## src/rtl/mul_pkg.sv

```systemverilog
package mul_pkg;

  // Operand and product geometry
  localparam int HALF_W = 8;
  localparam int OPER_W = 2 * HALF_W;
  localparam int PROD_W = 2 * OPER_W;

  // Four byte-by-byte partial products
  localparam int NUM_PP = 4;

  // Lookahead group size of the adders
  localparam int GROUP_W = 4;

  // Splitter, multiplier and accumulator stages
  localparam int PIPE_LAT = 3;

  typedef logic [HALF_W-1:0] half_t;
  typedef logic [2*HALF_W-1:0] pp_t;
  typedef logic [PROD_W-1:0] prod_t;

  // One byte of each operand plus its byte offset in the product
  typedef struct packed {
    half_t a_half;
    half_t b_half;
    logic [1:0] shift;
  } byte_pair_t;

  // Partial product, still carrying its byte offset
  typedef struct packed {
    pp_t product;
    logic [1:0] shift;
  } pp_word_t;

endpackage

```

## src/rtl/array_mult8.sv

```systemverilog
`timescale 1ns/1ps

module array_mult8 import mul_pkg::*; (
  input  logic       clk,
  input  byte_pair_t pair,
  output pp_word_t   pp
);

  half_t a_op;
  half_t b_op;

  // Row sums and carries of the adder array
  logic [HALF_W-1:0] s_row [HALF_W];
  logic [HALF_W-2:0] c_row [1:HALF_W-1];

  // Final ripple stage
  logic [HALF_W-1:0] rc;
  logic [HALF_W-1:0] hi_sum;
  logic [HALF_W-1:0] lo_bits;

  assign a_op = pair.a_half;
  assign b_op = pair.b_half;

  // Row 0 is plain AND terms
  for (genvar j = 0; j < HALF_W; j++) begin : g_row0
    assign s_row[0][j] = a_op[0] & b_op[j];
  end

  for (genvar i = 1; i < HALF_W; i++) begin : g_rows
    for (genvar j = 0; j < HALF_W - 1; j++) begin : g_cells
      logic pbit;
      logic s_in;

      assign pbit = a_op[i] & b_op[j];
      assign s_in = s_row[i-1][j+1];

      if (i == 1) begin : g_ha
        // No carries yet, half adders suffice
        assign s_row[i][j] = s_in ^ pbit;
        assign c_row[i][j] = s_in & pbit;
      end else begin : g_fa
        assign s_row[i][j] = s_in ^ c_row[i-1][j] ^ pbit;
        assign c_row[i][j] = (s_in & c_row[i-1][j]) |
                             (s_in & pbit) |
                             (c_row[i-1][j] & pbit);
      end
    end

    // Leftmost cell of each row has nothing to add
    assign s_row[i][HALF_W-1] = a_op[i] & b_op[HALF_W-1];
  end

  // Lowest bit of every row is final
  for (genvar i = 0; i < HALF_W; i++) begin : g_lo
    assign lo_bits[i] = s_row[i][0];
  end

  // Ripple the last carries into the remaining sums
  assign rc[0] = 1'b0;

  for (genvar j = 0; j < HALF_W - 1; j++) begin : g_ripple
    logic x;
    logic y;

    assign x = c_row[HALF_W-1][j];
    assign y = s_row[HALF_W-1][j+1];
    assign hi_sum[j] = x ^ y ^ rc[j];
    assign rc[j+1] = (x & y) | (x & rc[j]) | (y & rc[j]);
  end

  assign hi_sum[HALF_W-1] = rc[HALF_W-1];

  always_ff @(posedge clk) begin
    pp.product <= {hi_sum, lo_bits};
    pp.shift <= pair.shift;
  end

endmodule

```

## src/rtl/cla_adder.sv

```systemverilog
`timescale 1ns/1ps

module cla_adder import mul_pkg::*; #(
  parameter int WIDTH = PROD_W
) (
  input  logic [WIDTH-1:0] a,
  input  logic [WIDTH-1:0] b,
  output logic [WIDTH-1:0] sum
);

  localparam int NUM_GRP = WIDTH / GROUP_W;

  logic [WIDTH-1:0]   p;
  logic [WIDTH-1:0]   g;
  logic [NUM_GRP-1:0] grp_p;
  logic [NUM_GRP-1:0] grp_g;
  logic [NUM_GRP-1:0] grp_c;

  assign p = a ^ b;
  assign g = a & b;

  // Second level: carry into each group from all lower groups at once
  always_comb begin
    logic term;

    for (int k = 0; k < NUM_GRP; k++) begin
      term = 1'b0;
      grp_c[k] = 1'b0;

      for (int m = 0; m < k; m++) begin
        term = grp_g[m];
        for (int n = m + 1; n < k; n++) begin
          term = term & grp_p[n];
        end
        grp_c[k] = grp_c[k] | term;
      end
    end
  end

  for (genvar k = 0; k < NUM_GRP; k++) begin : g_group
    localparam int B = k * GROUP_W;

    logic [GROUP_W-1:0] c;

    assign grp_p[k] = &p[B +: GROUP_W];
    assign grp_g[k] = g[B+3] |
                      (p[B+3] & g[B+2]) |
                      (p[B+3] & p[B+2] & g[B+1]) |
                      (p[B+3] & p[B+2] & p[B+1] & g[B]);

    // Carries inside the group
    assign c[0] = grp_c[k];
    assign c[1] = g[B] | (p[B] & c[0]);
    assign c[2] = g[B+1] | (p[B+1] & g[B]) | (p[B+1] & p[B] & c[0]);
    assign c[3] = g[B+2] | (p[B+2] & g[B+1]) |
                  (p[B+2] & p[B+1] & g[B]) |
                  (p[B+2] & p[B+1] & p[B] & c[0]);

    assign sum[B +: GROUP_W] = p[B +: GROUP_W] ^ c;
  end

endmodule

```

## src/rtl/mul16_top.sv

```systemverilog
`timescale 1ns/1ps

module mul16_top import mul_pkg::*; #(
  parameter int WIDTH = PROD_W
) (
  input  logic              clk,
  input  logic              rst,
  input  logic              in_valid,
  input  logic [OPER_W-1:0] a,
  input  logic [OPER_W-1:0] b,
  output logic              out_valid,
  output prod_t             product
);

  byte_pair_t pairs [NUM_PP];
  pp_word_t   pps [NUM_PP];
  logic       pair_valid;
  logic       pp_valid;

  operand_splitter u_splitter (
    .clk        (clk),
    .rst        (rst),
    .in_valid   (in_valid),
    .a          (a),
    .b          (b),
    .pairs      (pairs),
    .pair_valid (pair_valid)
  );

  for (genvar i = 0; i < NUM_PP; i++) begin : g_mult
    array_mult8 u_mult (
      .clk  (clk),
      .pair (pairs[i]),
      .pp   (pps[i])
    );
  end

  // All multipliers share one stage, one strobe follows them
  always_ff @(posedge clk) begin
    if (rst) begin
      pp_valid <= 1'b0;
    end else begin
      pp_valid <= pair_valid;
    end
  end

  product_accumulator #(
    .WIDTH (WIDTH)
  ) u_accum (
    .clk       (clk),
    .rst       (rst),
    .pps       (pps),
    .pp_valid  (pp_valid),
    .product   (product),
    .out_valid (out_valid)
  );

endmodule

```

## src/rtl/operand_splitter.sv

```systemverilog
`timescale 1ns/1ps

module operand_splitter import mul_pkg::*; (
  input  logic                clk,
  input  logic                rst,
  input  logic                in_valid,
  input  logic [OPER_W-1:0]   a,
  input  logic [OPER_W-1:0]   b,
  output byte_pair_t          pairs [NUM_PP],
  output logic                pair_valid
);

  logic [OPER_W-1:0] a_q;
  logic [OPER_W-1:0] b_q;
  half_t a_lo;
  half_t a_hi;
  half_t b_lo;
  half_t b_hi;

  always_ff @(posedge clk) begin
    if (in_valid) begin
      a_q <= a;
      b_q <= b;
    end
  end

  always_ff @(posedge clk) begin
    if (rst) begin
      pair_valid <= 1'b0;
    end else begin
      pair_valid <= in_valid;
    end
  end

  assign a_lo = a_q[HALF_W-1:0];
  assign a_hi = a_q[OPER_W-1:HALF_W];
  assign b_lo = b_q[HALF_W-1:0];
  assign b_hi = b_q[OPER_W-1:HALF_W];

  // Byte offsets: lo*lo at 0, cross terms at 1, hi*hi at 2
  assign pairs[0] = '{a_half: a_lo, b_half: b_lo, shift: 2'd0};
  assign pairs[1] = '{a_half: a_hi, b_half: b_lo, shift: 2'd1};
  assign pairs[2] = '{a_half: a_lo, b_half: b_hi, shift: 2'd1};
  assign pairs[3] = '{a_half: a_hi, b_half: b_hi, shift: 2'd2};

endmodule

```

## src/rtl/product_accumulator.sv

```systemverilog
`timescale 1ns/1ps

module product_accumulator import mul_pkg::*; #(
  parameter int WIDTH = PROD_W
) (
  input  logic     clk,
  input  logic     rst,
  input  pp_word_t pps [NUM_PP],
  input  logic     pp_valid,
  output prod_t    product,
  output logic     out_valid
);

  localparam int PP_W = $bits(pp_t);

  logic [WIDTH-1:0] aligned [NUM_PP];
  logic [WIDTH-1:0] outer_word;
  logic [WIDTH-1:0] first_sum;
  logic [WIDTH-1:0] total_sum;

  // Place each partial product at its byte offset
  for (genvar i = 0; i < NUM_PP; i++) begin : g_align
    assign aligned[i] = {{(WIDTH-PP_W){1'b0}}, pps[i].product} << (pps[i].shift * HALF_W);
  end

  // lo*lo and hi*hi never overlap, so this is just {hh, ll}
  assign outer_word = aligned[0] | aligned[NUM_PP-1];

  cla_adder #(
    .WIDTH (WIDTH)
  ) u_add_first (
    .a   (outer_word),
    .b   (aligned[1]),
    .sum (first_sum)
  );

  cla_adder #(
    .WIDTH (WIDTH)
  ) u_add_second (
    .a   (first_sum),
    .b   (aligned[2]),
    .sum (total_sum)
  );

  always_ff @(posedge clk) begin
    product <= total_sum;
  end

  always_ff @(posedge clk) begin
    if (rst) begin
      out_valid <= 1'b0;
    end else begin
      out_valid <= pp_valid;
    end
  end

endmodule

```

## config.mk

```make
export PLATFORM = sky130hd
export DESIGN_NAME = mul16_top
export DESIGN_NICKNAME = d
export VERILOG_FILES = /design/src/rtl/mul_pkg.sv /design/src/rtl/array_mult8.sv /design/src/rtl/cla_adder.sv /design/src/rtl/mul16_top.sv /design/src/rtl/operand_splitter.sv /design/src/rtl/product_accumulator.sv
export SDC_FILE = /design/constraint.sdc
export NUM_CORES = 1
export LEC_CHECK = 0
export BUFFER_PORTS_ARGS = -buffer_cell sky130_fd_sc_hd__buf_2
export CORE_UTILIZATION = 43
export CTS_CLUSTER_SIZE = 14
export DETAILED_ROUTE_END_ITERATION = 10
export GPL_TIMING_DRIVEN = 0
export PLACE_DENSITY = 0.72
export SLEW_MARGIN = 40
export SYNTH_ARGS = -nofsm -noshare
export SYNTH_HDL_FRONTEND = slang
export SYNTH_SLANG_ARGS = --single-unit
```

## constraint.sdc

```tcl
create_clock -name clk -period 6.2 [get_ports clk]
set_clock_uncertainty 0.05 [all_clocks]
set_input_delay 0.31 -clock clk [delete_from_list [all_inputs] [get_ports clk]]
set_output_delay 0.31 -clock clk [all_outputs]
set_load 0.01 [all_outputs]
```

### Yosys cells after proc, flatten, opt, wreduce, memory -nomap -nowiden

Cells that the tools add are included.

| word-level totals | value |
|---|---|
| register bits after elaboration | 131 |
| bits in latches | 0 |
| memory bits (writable) | 0 |
| bits in read-only memories | 0 |
| output and inout port bits | 33 |
| memories kept | 0 |

| operators by class | value |
|---|---|
| add/sub/neg operators | 0 |
| multiply operators | 0 |
| div/mod/pow operators | 0 |
| $lt $le $gt $ge | 0 |
| eq/ne operators | 0 |
| shift operators | 0 |
| multiplexer cells | 0 |
| bitwise logic cells | 2105 |
| reductions and logical operators | 12 |

Operators by type and width:

| operator | number |
|---|---|
| AND 1 bit | 1110 |
| OR 1 bit | 558 |
| bitwise XOR 1 bit | 416 |
| bitwise XOR 32 x 24 -> 32 bit | 2 |
| bitwise XOR 4 bit | 16 |
| AND 31 x 24 -> 31 bit | 2 |
| AND reduction 4 bit | 12 |
| OR 16 x 32 -> 32 bit | 1 |

### Depth between registers and ports, before layout

| logic depth | value |
|---|---|
| depth in word-level cells | 41 |
| depth in mapped cells | 24 |
| mapped depth without buffers | 23 |

### Modules after synthesis

From an unflattened synthesis, not the netlist that was laid out.

| unflattened totals | value |
|---|---|
| cells, all modules | 1367 |
| area total of the unflattened synthesis | 13894.6 um2 |

By module, submodules not included:

| module | instances | cells an instance | area an instance (um2) | seq. area each (um2) |
|---|---|---|---|---|
| array_mult8 | 4 | 189 | 1963.1 | 360.3 |
| product_accumulator | 1 | 210 | 1978.1 | 660.6 |
| cla_adder at u_accum.u_add_second | 1 | 161 | 1373.8 | 0.0 |
| cla_adder at u_accum.u_add_first | 1 | 162 | 1353.8 | 0.0 |
| operand_splitter | 1 | 76 | 1302.5 | 980.9 |
| mul16_top | 1 | 2 | 33.8 | 20.0 |

### Worst setup path after synthesis

OpenSTA, ideal clock, no wires.

| timing path | value |
|---|---|
| kind | register -> register |
| start point | register u_splitter.b_q[15] |
| end point | register g_mult[2].u_mult.pp[16] (netlist bit) |
| setup time | 0.057 ns |
| arrival time | 6.277 ns |
| required time | 6.093 ns |
| slack | -0.185 ns |
| cell stages (with the launch flop) | 23 |
| path buffers | 1 |
| clock period less this slack | 6.385 ns |
| path through | edfxtp_1 > clkbuf_1 > and2_1 > ha_1 > fa_1 > fa_1 > fa_1 > fa_1 > inv_1 > fa_1 > inv_1 > fa_1 > ha_1 > inv_1 > fa_1 > fa_1 > inv_1 > fa_1 > fa_1 > fa_1 > inv_1 > fa_1 > inv_1 |

| between the ends | value |
|---|---|
| longest elaborated chain between the ends | 32 |

Ends and longest elaborated chain:

| element | RTL line | text |
|---|---|---|
| from (decl) | operand_splitter.sv:14 | `logic [OPER_W-1:0] b_q;` |
| from (signal assigned) | operand_splitter.sv:23 | `b_q <= b;` |
| AND 1 bit | array_mult8.sv:26 | `assign s_row[0][j] = a_op[0] & b_op[j];` |
| bitwise XOR 1 bit | array_mult8.sv:39 | `assign s_row[i][j] = s_in ^ pbit;` |
| AND 1 bit (tied with other cells) | array_mult8.sv:43 | `assign c_row[i][j] = (s_in & c_row[i-1][j]) \|` |
| OR 1 bit or bitwise XOR 1 bit (tied branches) | array_mult8.sv:43, array_mult8.sv:42 |  |
| OR 1 bit (tied with other cells) | array_mult8.sv:44 | `(s_in & pbit) \|` |
| bitwise XOR 1 bit (tied with other cells) (8 in a row) | array_mult8.sv:42 | `assign s_row[i][j] = s_in ^ c_row[i-1][j] ^ pbit;` |
| AND 1 bit (tied with other cells) | array_mult8.sv:43 |  |
| OR 1 bit (tied with other cells) | array_mult8.sv:43 |  |
| [... 7 more ...] | n/a |  |
| AND 1 bit | array_mult8.sv:68 | `assign rc[j+1] = (x & y) \| (x & rc[j]) \| (y & rc[j]);` |
| OR 1 bit (2 in a row) | array_mult8.sv:68 |  |
| AND 1 bit | array_mult8.sv:68 |  |
| OR 1 bit (2 in a row) | array_mult8.sv:68 |  |
| AND 1 bit | array_mult8.sv:68 |  |
| OR 1 bit (2 in a row) | array_mult8.sv:68 |  |
| bitwise XOR 1 bit (*) | array_mult8.sv:67 | `assign hi_sum[j] = x ^ y ^ rc[j];` |
| named net g_mult[2].u_mult.hi_sum[6] | array_mult8.sv:18 | `logic [HALF_W-1:0] hi_sum;` |
| to (decl) | array_mult8.sv:6 | `output pp_word_t pp` |

Mark *: on every way through the listed nets, which the timed path passes. The rest lies on a longest branch.
A chain may end at the register's enable or synchronous reset.

### Final worst setup path

| timing path | value |
|---|---|
| start point | register u_splitter.a_q[9] |
| end point | register g_mult[1].u_mult.pp[16] (netlist bit) |

| between the ends | value |
|---|---|
| longest elaborated chain between the ends | 37 |

Ends and longest elaborated chain:

| element | RTL line | text |
|---|---|---|
| from (decl) | operand_splitter.sv:13 | `logic [OPER_W-1:0] a_q;` |
| from (signal assigned) | operand_splitter.sv:22 | `a_q <= a;` |
| AND 1 bit | array_mult8.sv:34 | `assign pbit = a_op[i] & b_op[j];` |
| bitwise XOR 1 bit or AND 1 bit (tied branches) | array_mult8.sv:39, array_mult8.sv:40 |  |
| AND 1 bit, on equally long branches | array_mult8.sv:43, array_mult8.sv:44 |  |
| OR 1 bit | array_mult8.sv:43 |  |
| OR 1 bit | array_mult8.sv:44 |  |
| AND 1 bit | array_mult8.sv:43 |  |
| OR 1 bit | array_mult8.sv:43 |  |
| OR 1 bit | array_mult8.sv:44 |  |
| [... 19 more ...] | n/a |  |
| AND 1 bit | array_mult8.sv:68 |  |
| OR 1 bit (2 in a row) | array_mult8.sv:68 |  |
| AND 1 bit | array_mult8.sv:68 |  |
| OR 1 bit (2 in a row) | array_mult8.sv:68 |  |
| AND 1 bit | array_mult8.sv:68 |  |
| OR 1 bit (2 in a row) | array_mult8.sv:68 |  |
| bitwise XOR 1 bit (*) | array_mult8.sv:67 |  |
| named net g_mult[1].u_mult.hi_sum[6] | array_mult8.sv:18 |  |
| to (decl) | array_mult8.sv:6 |  |

Marked as above.

==> metrics.txt <==
clk sinks=approximately 130; pre-CTS setup slack=-523 ps; die width=roughly 160 µm; syn_nets=1333; R2R Setup Slk=-190 ps; cells after synthesis=about 1000; DRC errors left=0; violated checks=negative setup slack; Reg2Reg Depth=22; Gate power share=roughly 65%; final setup fails=5; setup_tns=-473 ps; maximum VDD drop=roughly 0.27 mV; Avg WL per Cell=15.0 µm; Reg clk slew, reported paths=60 ps; Tmin final=6390 ps; first-pass GRT wire length=between 30000 and 40000 µm; FF/Latch Area=around 0.0029 mm²; Post-synth EDFFs=32; H-tree levels=4; Max Slew Vio Count=0; max incr delay on CP=550 ps; clk buf depth=2; initial core utilization=a little over two fifths; Hold WC Path Type=primary input to flop; sequential power share=slightly above 20%; multi-input logic area=~0.0074 mm²; Sw Pwr=~3.0 mW; CP startpoint kind=flop; Tcrit/Tclk final=103%; IO buf count=67; synthesized flop and latch total=about 130; Die Ht=around 160 µm; Most used DFF post-synth=dfxtp_1; crit-path cells=buf_8 -> and2_4 -> ha_4 -> fa_1 -> fa_1 -> fa_2 -> fa_2 -> inv_2 -> fa_2 -> inv_2 -> fa_1 -> ha_4 -> inv_2 -> fa_2 -> fa_2 -> inv_2 -> fa_2 -> fa_2 -> fa_2 -> inv_2 -> fa_1 -> inv_2; CP most frequent cell=fa_2; starting DRC count in detailed routing=about 270; global route overflow=0; vias in the first global route=8094; Hold Path Sink=u_splitter.b_q[2]$_DFFE_PP_; final net count=approximately 1500; Core ar.=between 0.02 and 0.03 mm²; post-synthesis async set-or-reset flop share=0%; f_max=approximately 160 MHz; CTS tree=built; Die Area=around 0.026 mm²; Critical Path Sink Type=flop; most common cell after layout, fill and taps aside=inv_1; # rows=58; post-DP HPWL=approximately 17000 µm; routed via count=between 7000 and 8000; Area Growth Syn to Fin=20.8%; status=complete, but fails checks; WP data arrival=~6700 ps; slew margin rel.=between 40% and 50%; worst r2r dst=g_mult[1].u_mult.pp[16]$_DFF_P_; Tot GR Track Use=about a fifth; Crit-path slowest cell=fa_2; critical path's top delay family=adder cells; Hold Crit Start=b[2]; Clock Root Buffer=clkbuf_16; Power Total=approximately 7 mW; DR vias/cell=4.76; # diodes=0; Post-Syn Area=about 0.011 mm²; I/O pins=68; sw frac=between 40% and 50%; Final Hold Viols=0; PwrDens=514 mW/mm²; Syn. warnings=0; final worst slack=-188 ps; GPL Wtd Cong=approximately 0.85; largest net degree at the start of global routing=34; latest clock arrival within the worst-skew pair=~430 ps; hold-critical path depth=1; Max Cap Viol=0; fraction of layout cells with a size suffix above 1=24.9%; Clock Power Share=between 10 and 15%; initial antenna violation count=0; RSZ-0062 raised after global routing=true; First-pass DRT Iterations=4; drt total wl=about 23000 µm; Req. time, crit path=roughly 6500 ps; Worst Tran Pin Value=between 700 and 800 ps; Synth Area per Inst=between 10 and 15 µm²; commonest cells after routing, fill and taps aside=174 x inv_1, 168 x and2_1, 128 x fa_1; post-route ant nets=0; WP buf/inv=7; RR Startpoint=u_splitter.a_q[9]$_DFFE_PP_; fill count=roughly 2200; Netlist cell types=39; Static Leak=6.12 nW; Pint=around 3.8 mW; worst-path maximum fanout=6; Num CTS Buffers=17; sequential area share after synthesis=about a quarter; Setup CP Type=flop to flop
[synth_stat cells, types with 2 or more instances]
library cell	number	area [µm²]
a211oi_1	2	15.0
a21o_1	6	45.0
a21oi_1	15	75.1
and2_1	175	1090
and3_1	3	18.8
clkbuf_1	32	120
dfxtp_1	99	1980
edfxtp_1	32	961
fa_1	200	4000
ha_1	68	851
inv_1	217	815
nand2_1	93	349
nand3_1	3	15.0
nand4_1	3	18.8
nor2_1	12	45.0
nor2b_1	6	37.5
nor3_1	7	35.0
o21a_1	4	30.0
o21ai_0	7	35.0
or3_1	2	12.5
xnor2_1	14	123
xor2_1	13	114
[how the worst max path moves through the flow]
stage                                            start                              end  slack, ps  cells past startpoint
after floorplan           u_splitter.b_q[14]$_DFFE_PP_  g_mult[2].u_mult.pp[16]$_DFF_P_          2                     24
final                      u_splitter.a_q[9]$_DFFE_PP_  g_mult[1].u_mult.pp[16]$_DFF_P_       -190                     22
after global placement     u_splitter.a_q[8]$_DFFE_PP_  g_mult[1].u_mult.pp[16]$_DFF_P_       -440                     22
after global routing       u_splitter.a_q[9]$_DFFE_PP_  g_mult[1].u_mult.pp[16]$_DFF_P_       -320                     22
after CTS                  u_splitter.a_q[9]$_DFFE_PP_  g_mult[1].u_mult.pp[16]$_DFF_P_       -210                     22
after detailed placement   u_splitter.a_q[8]$_DFFE_PP_  g_mult[1].u_mult.pp[16]$_DFF_P_       -520                     22
[sequential cells by signal (all words and copies together) (netlist names)]
register	cells
u_splitter.a_q	16
u_accum.out_valid	1
u_splitter.b_q	16
pp_valid	1
u_accum.product	32
g_mult.u_mult.pp	64
u_splitter.pair_valid	1
[power groups by stage]
stage          registers (mW)  clock network (mW)  logic (mW)
6_report                 1.41               0.996        4.43
5_1_grt                  1.45                1.06        5.20
3_5_place_dp             1.45                   0        4.19
3_3_place_gp             1.45                   0        4.06
2_1_floorplan            1.45                   0        3.20
4_1_cts                  1.42                1.02        4.41
[per-layer routing]
layer  wire length, µm  share of wire [%]  GRT usage, %
met3               875                3.8          3.12
met1              9470                 42          22.5
met4               673                3.0          7.89
met2             11800                 52          34.4
met5                 0                  0             0
[what timing repair did]
item,CTS,global route
pin swaps,47,77
gates resized for setup,85,68
setup buffers,32,7
endpoints found under the hold margin,19,4
endpoints found under the setup margin,14,11
hold buffers,19,4
[cells by family (layout without fill, tap and decap cells)]
kind of cell               Yosys count  count (layout)  synth area share [%]
adders and majority gates          269             269                  44.2
and+or+nand+nor                    310             310                  15.4
AOI/OAI and AO/OA                   44              44                  2.99
xor gates and xnor gates            27              27                  2.15
DFF                                131             131                  26.7
buffers and inverters              249             408                  8.49
[worst register-to-register path, cell delays in order (launching register included)]
cell	delay, ps
edfxtp_1	510
buf_8	190
and2_4	140
ha_4	260
fa_1	440
fa_1	520
fa_2	450
fa_2	550
inv_2	40
fa_2	370
inv_2	70
fa_1	420
ha_4	190
inv_2	60
fa_2	210
fa_2	200
inv_2	40
fa_2	330
fa_2	350
fa_2	360
inv_2	60
fa_1	420
inv_2	90
[through the flow]
step / instance area [µm²] / utilization (%) / instances / hold slack, ps
final: 13300 / 53.0 / 1519 / 9.72
after global routing: 13300 / 53.0 / 1519 / 0.180
after CTS: 13100 / 52.0 / 1510 / 0.890
after detailed placement: 11800 / 47.2 / 1427 / 262
after global placement: 11800 / 47.2 / 1427 / 260
after floorplan: 11100 / - / 1030 / 260
[cell type report]
type | count | share of cell area, %
plain buffers | 32 | 1.86
clock buffers | 17 | 3.20
clock inverters | 15 | 1.08
inverters | 217 | 6.13
multi-input cells | 650 | 56.0
flip-flops and latches | 131 | 22.1
well taps | 330 | 3.11
repair buffers | 127 | 6.48
Note: power is estimated with default switching activity, not from simulation.
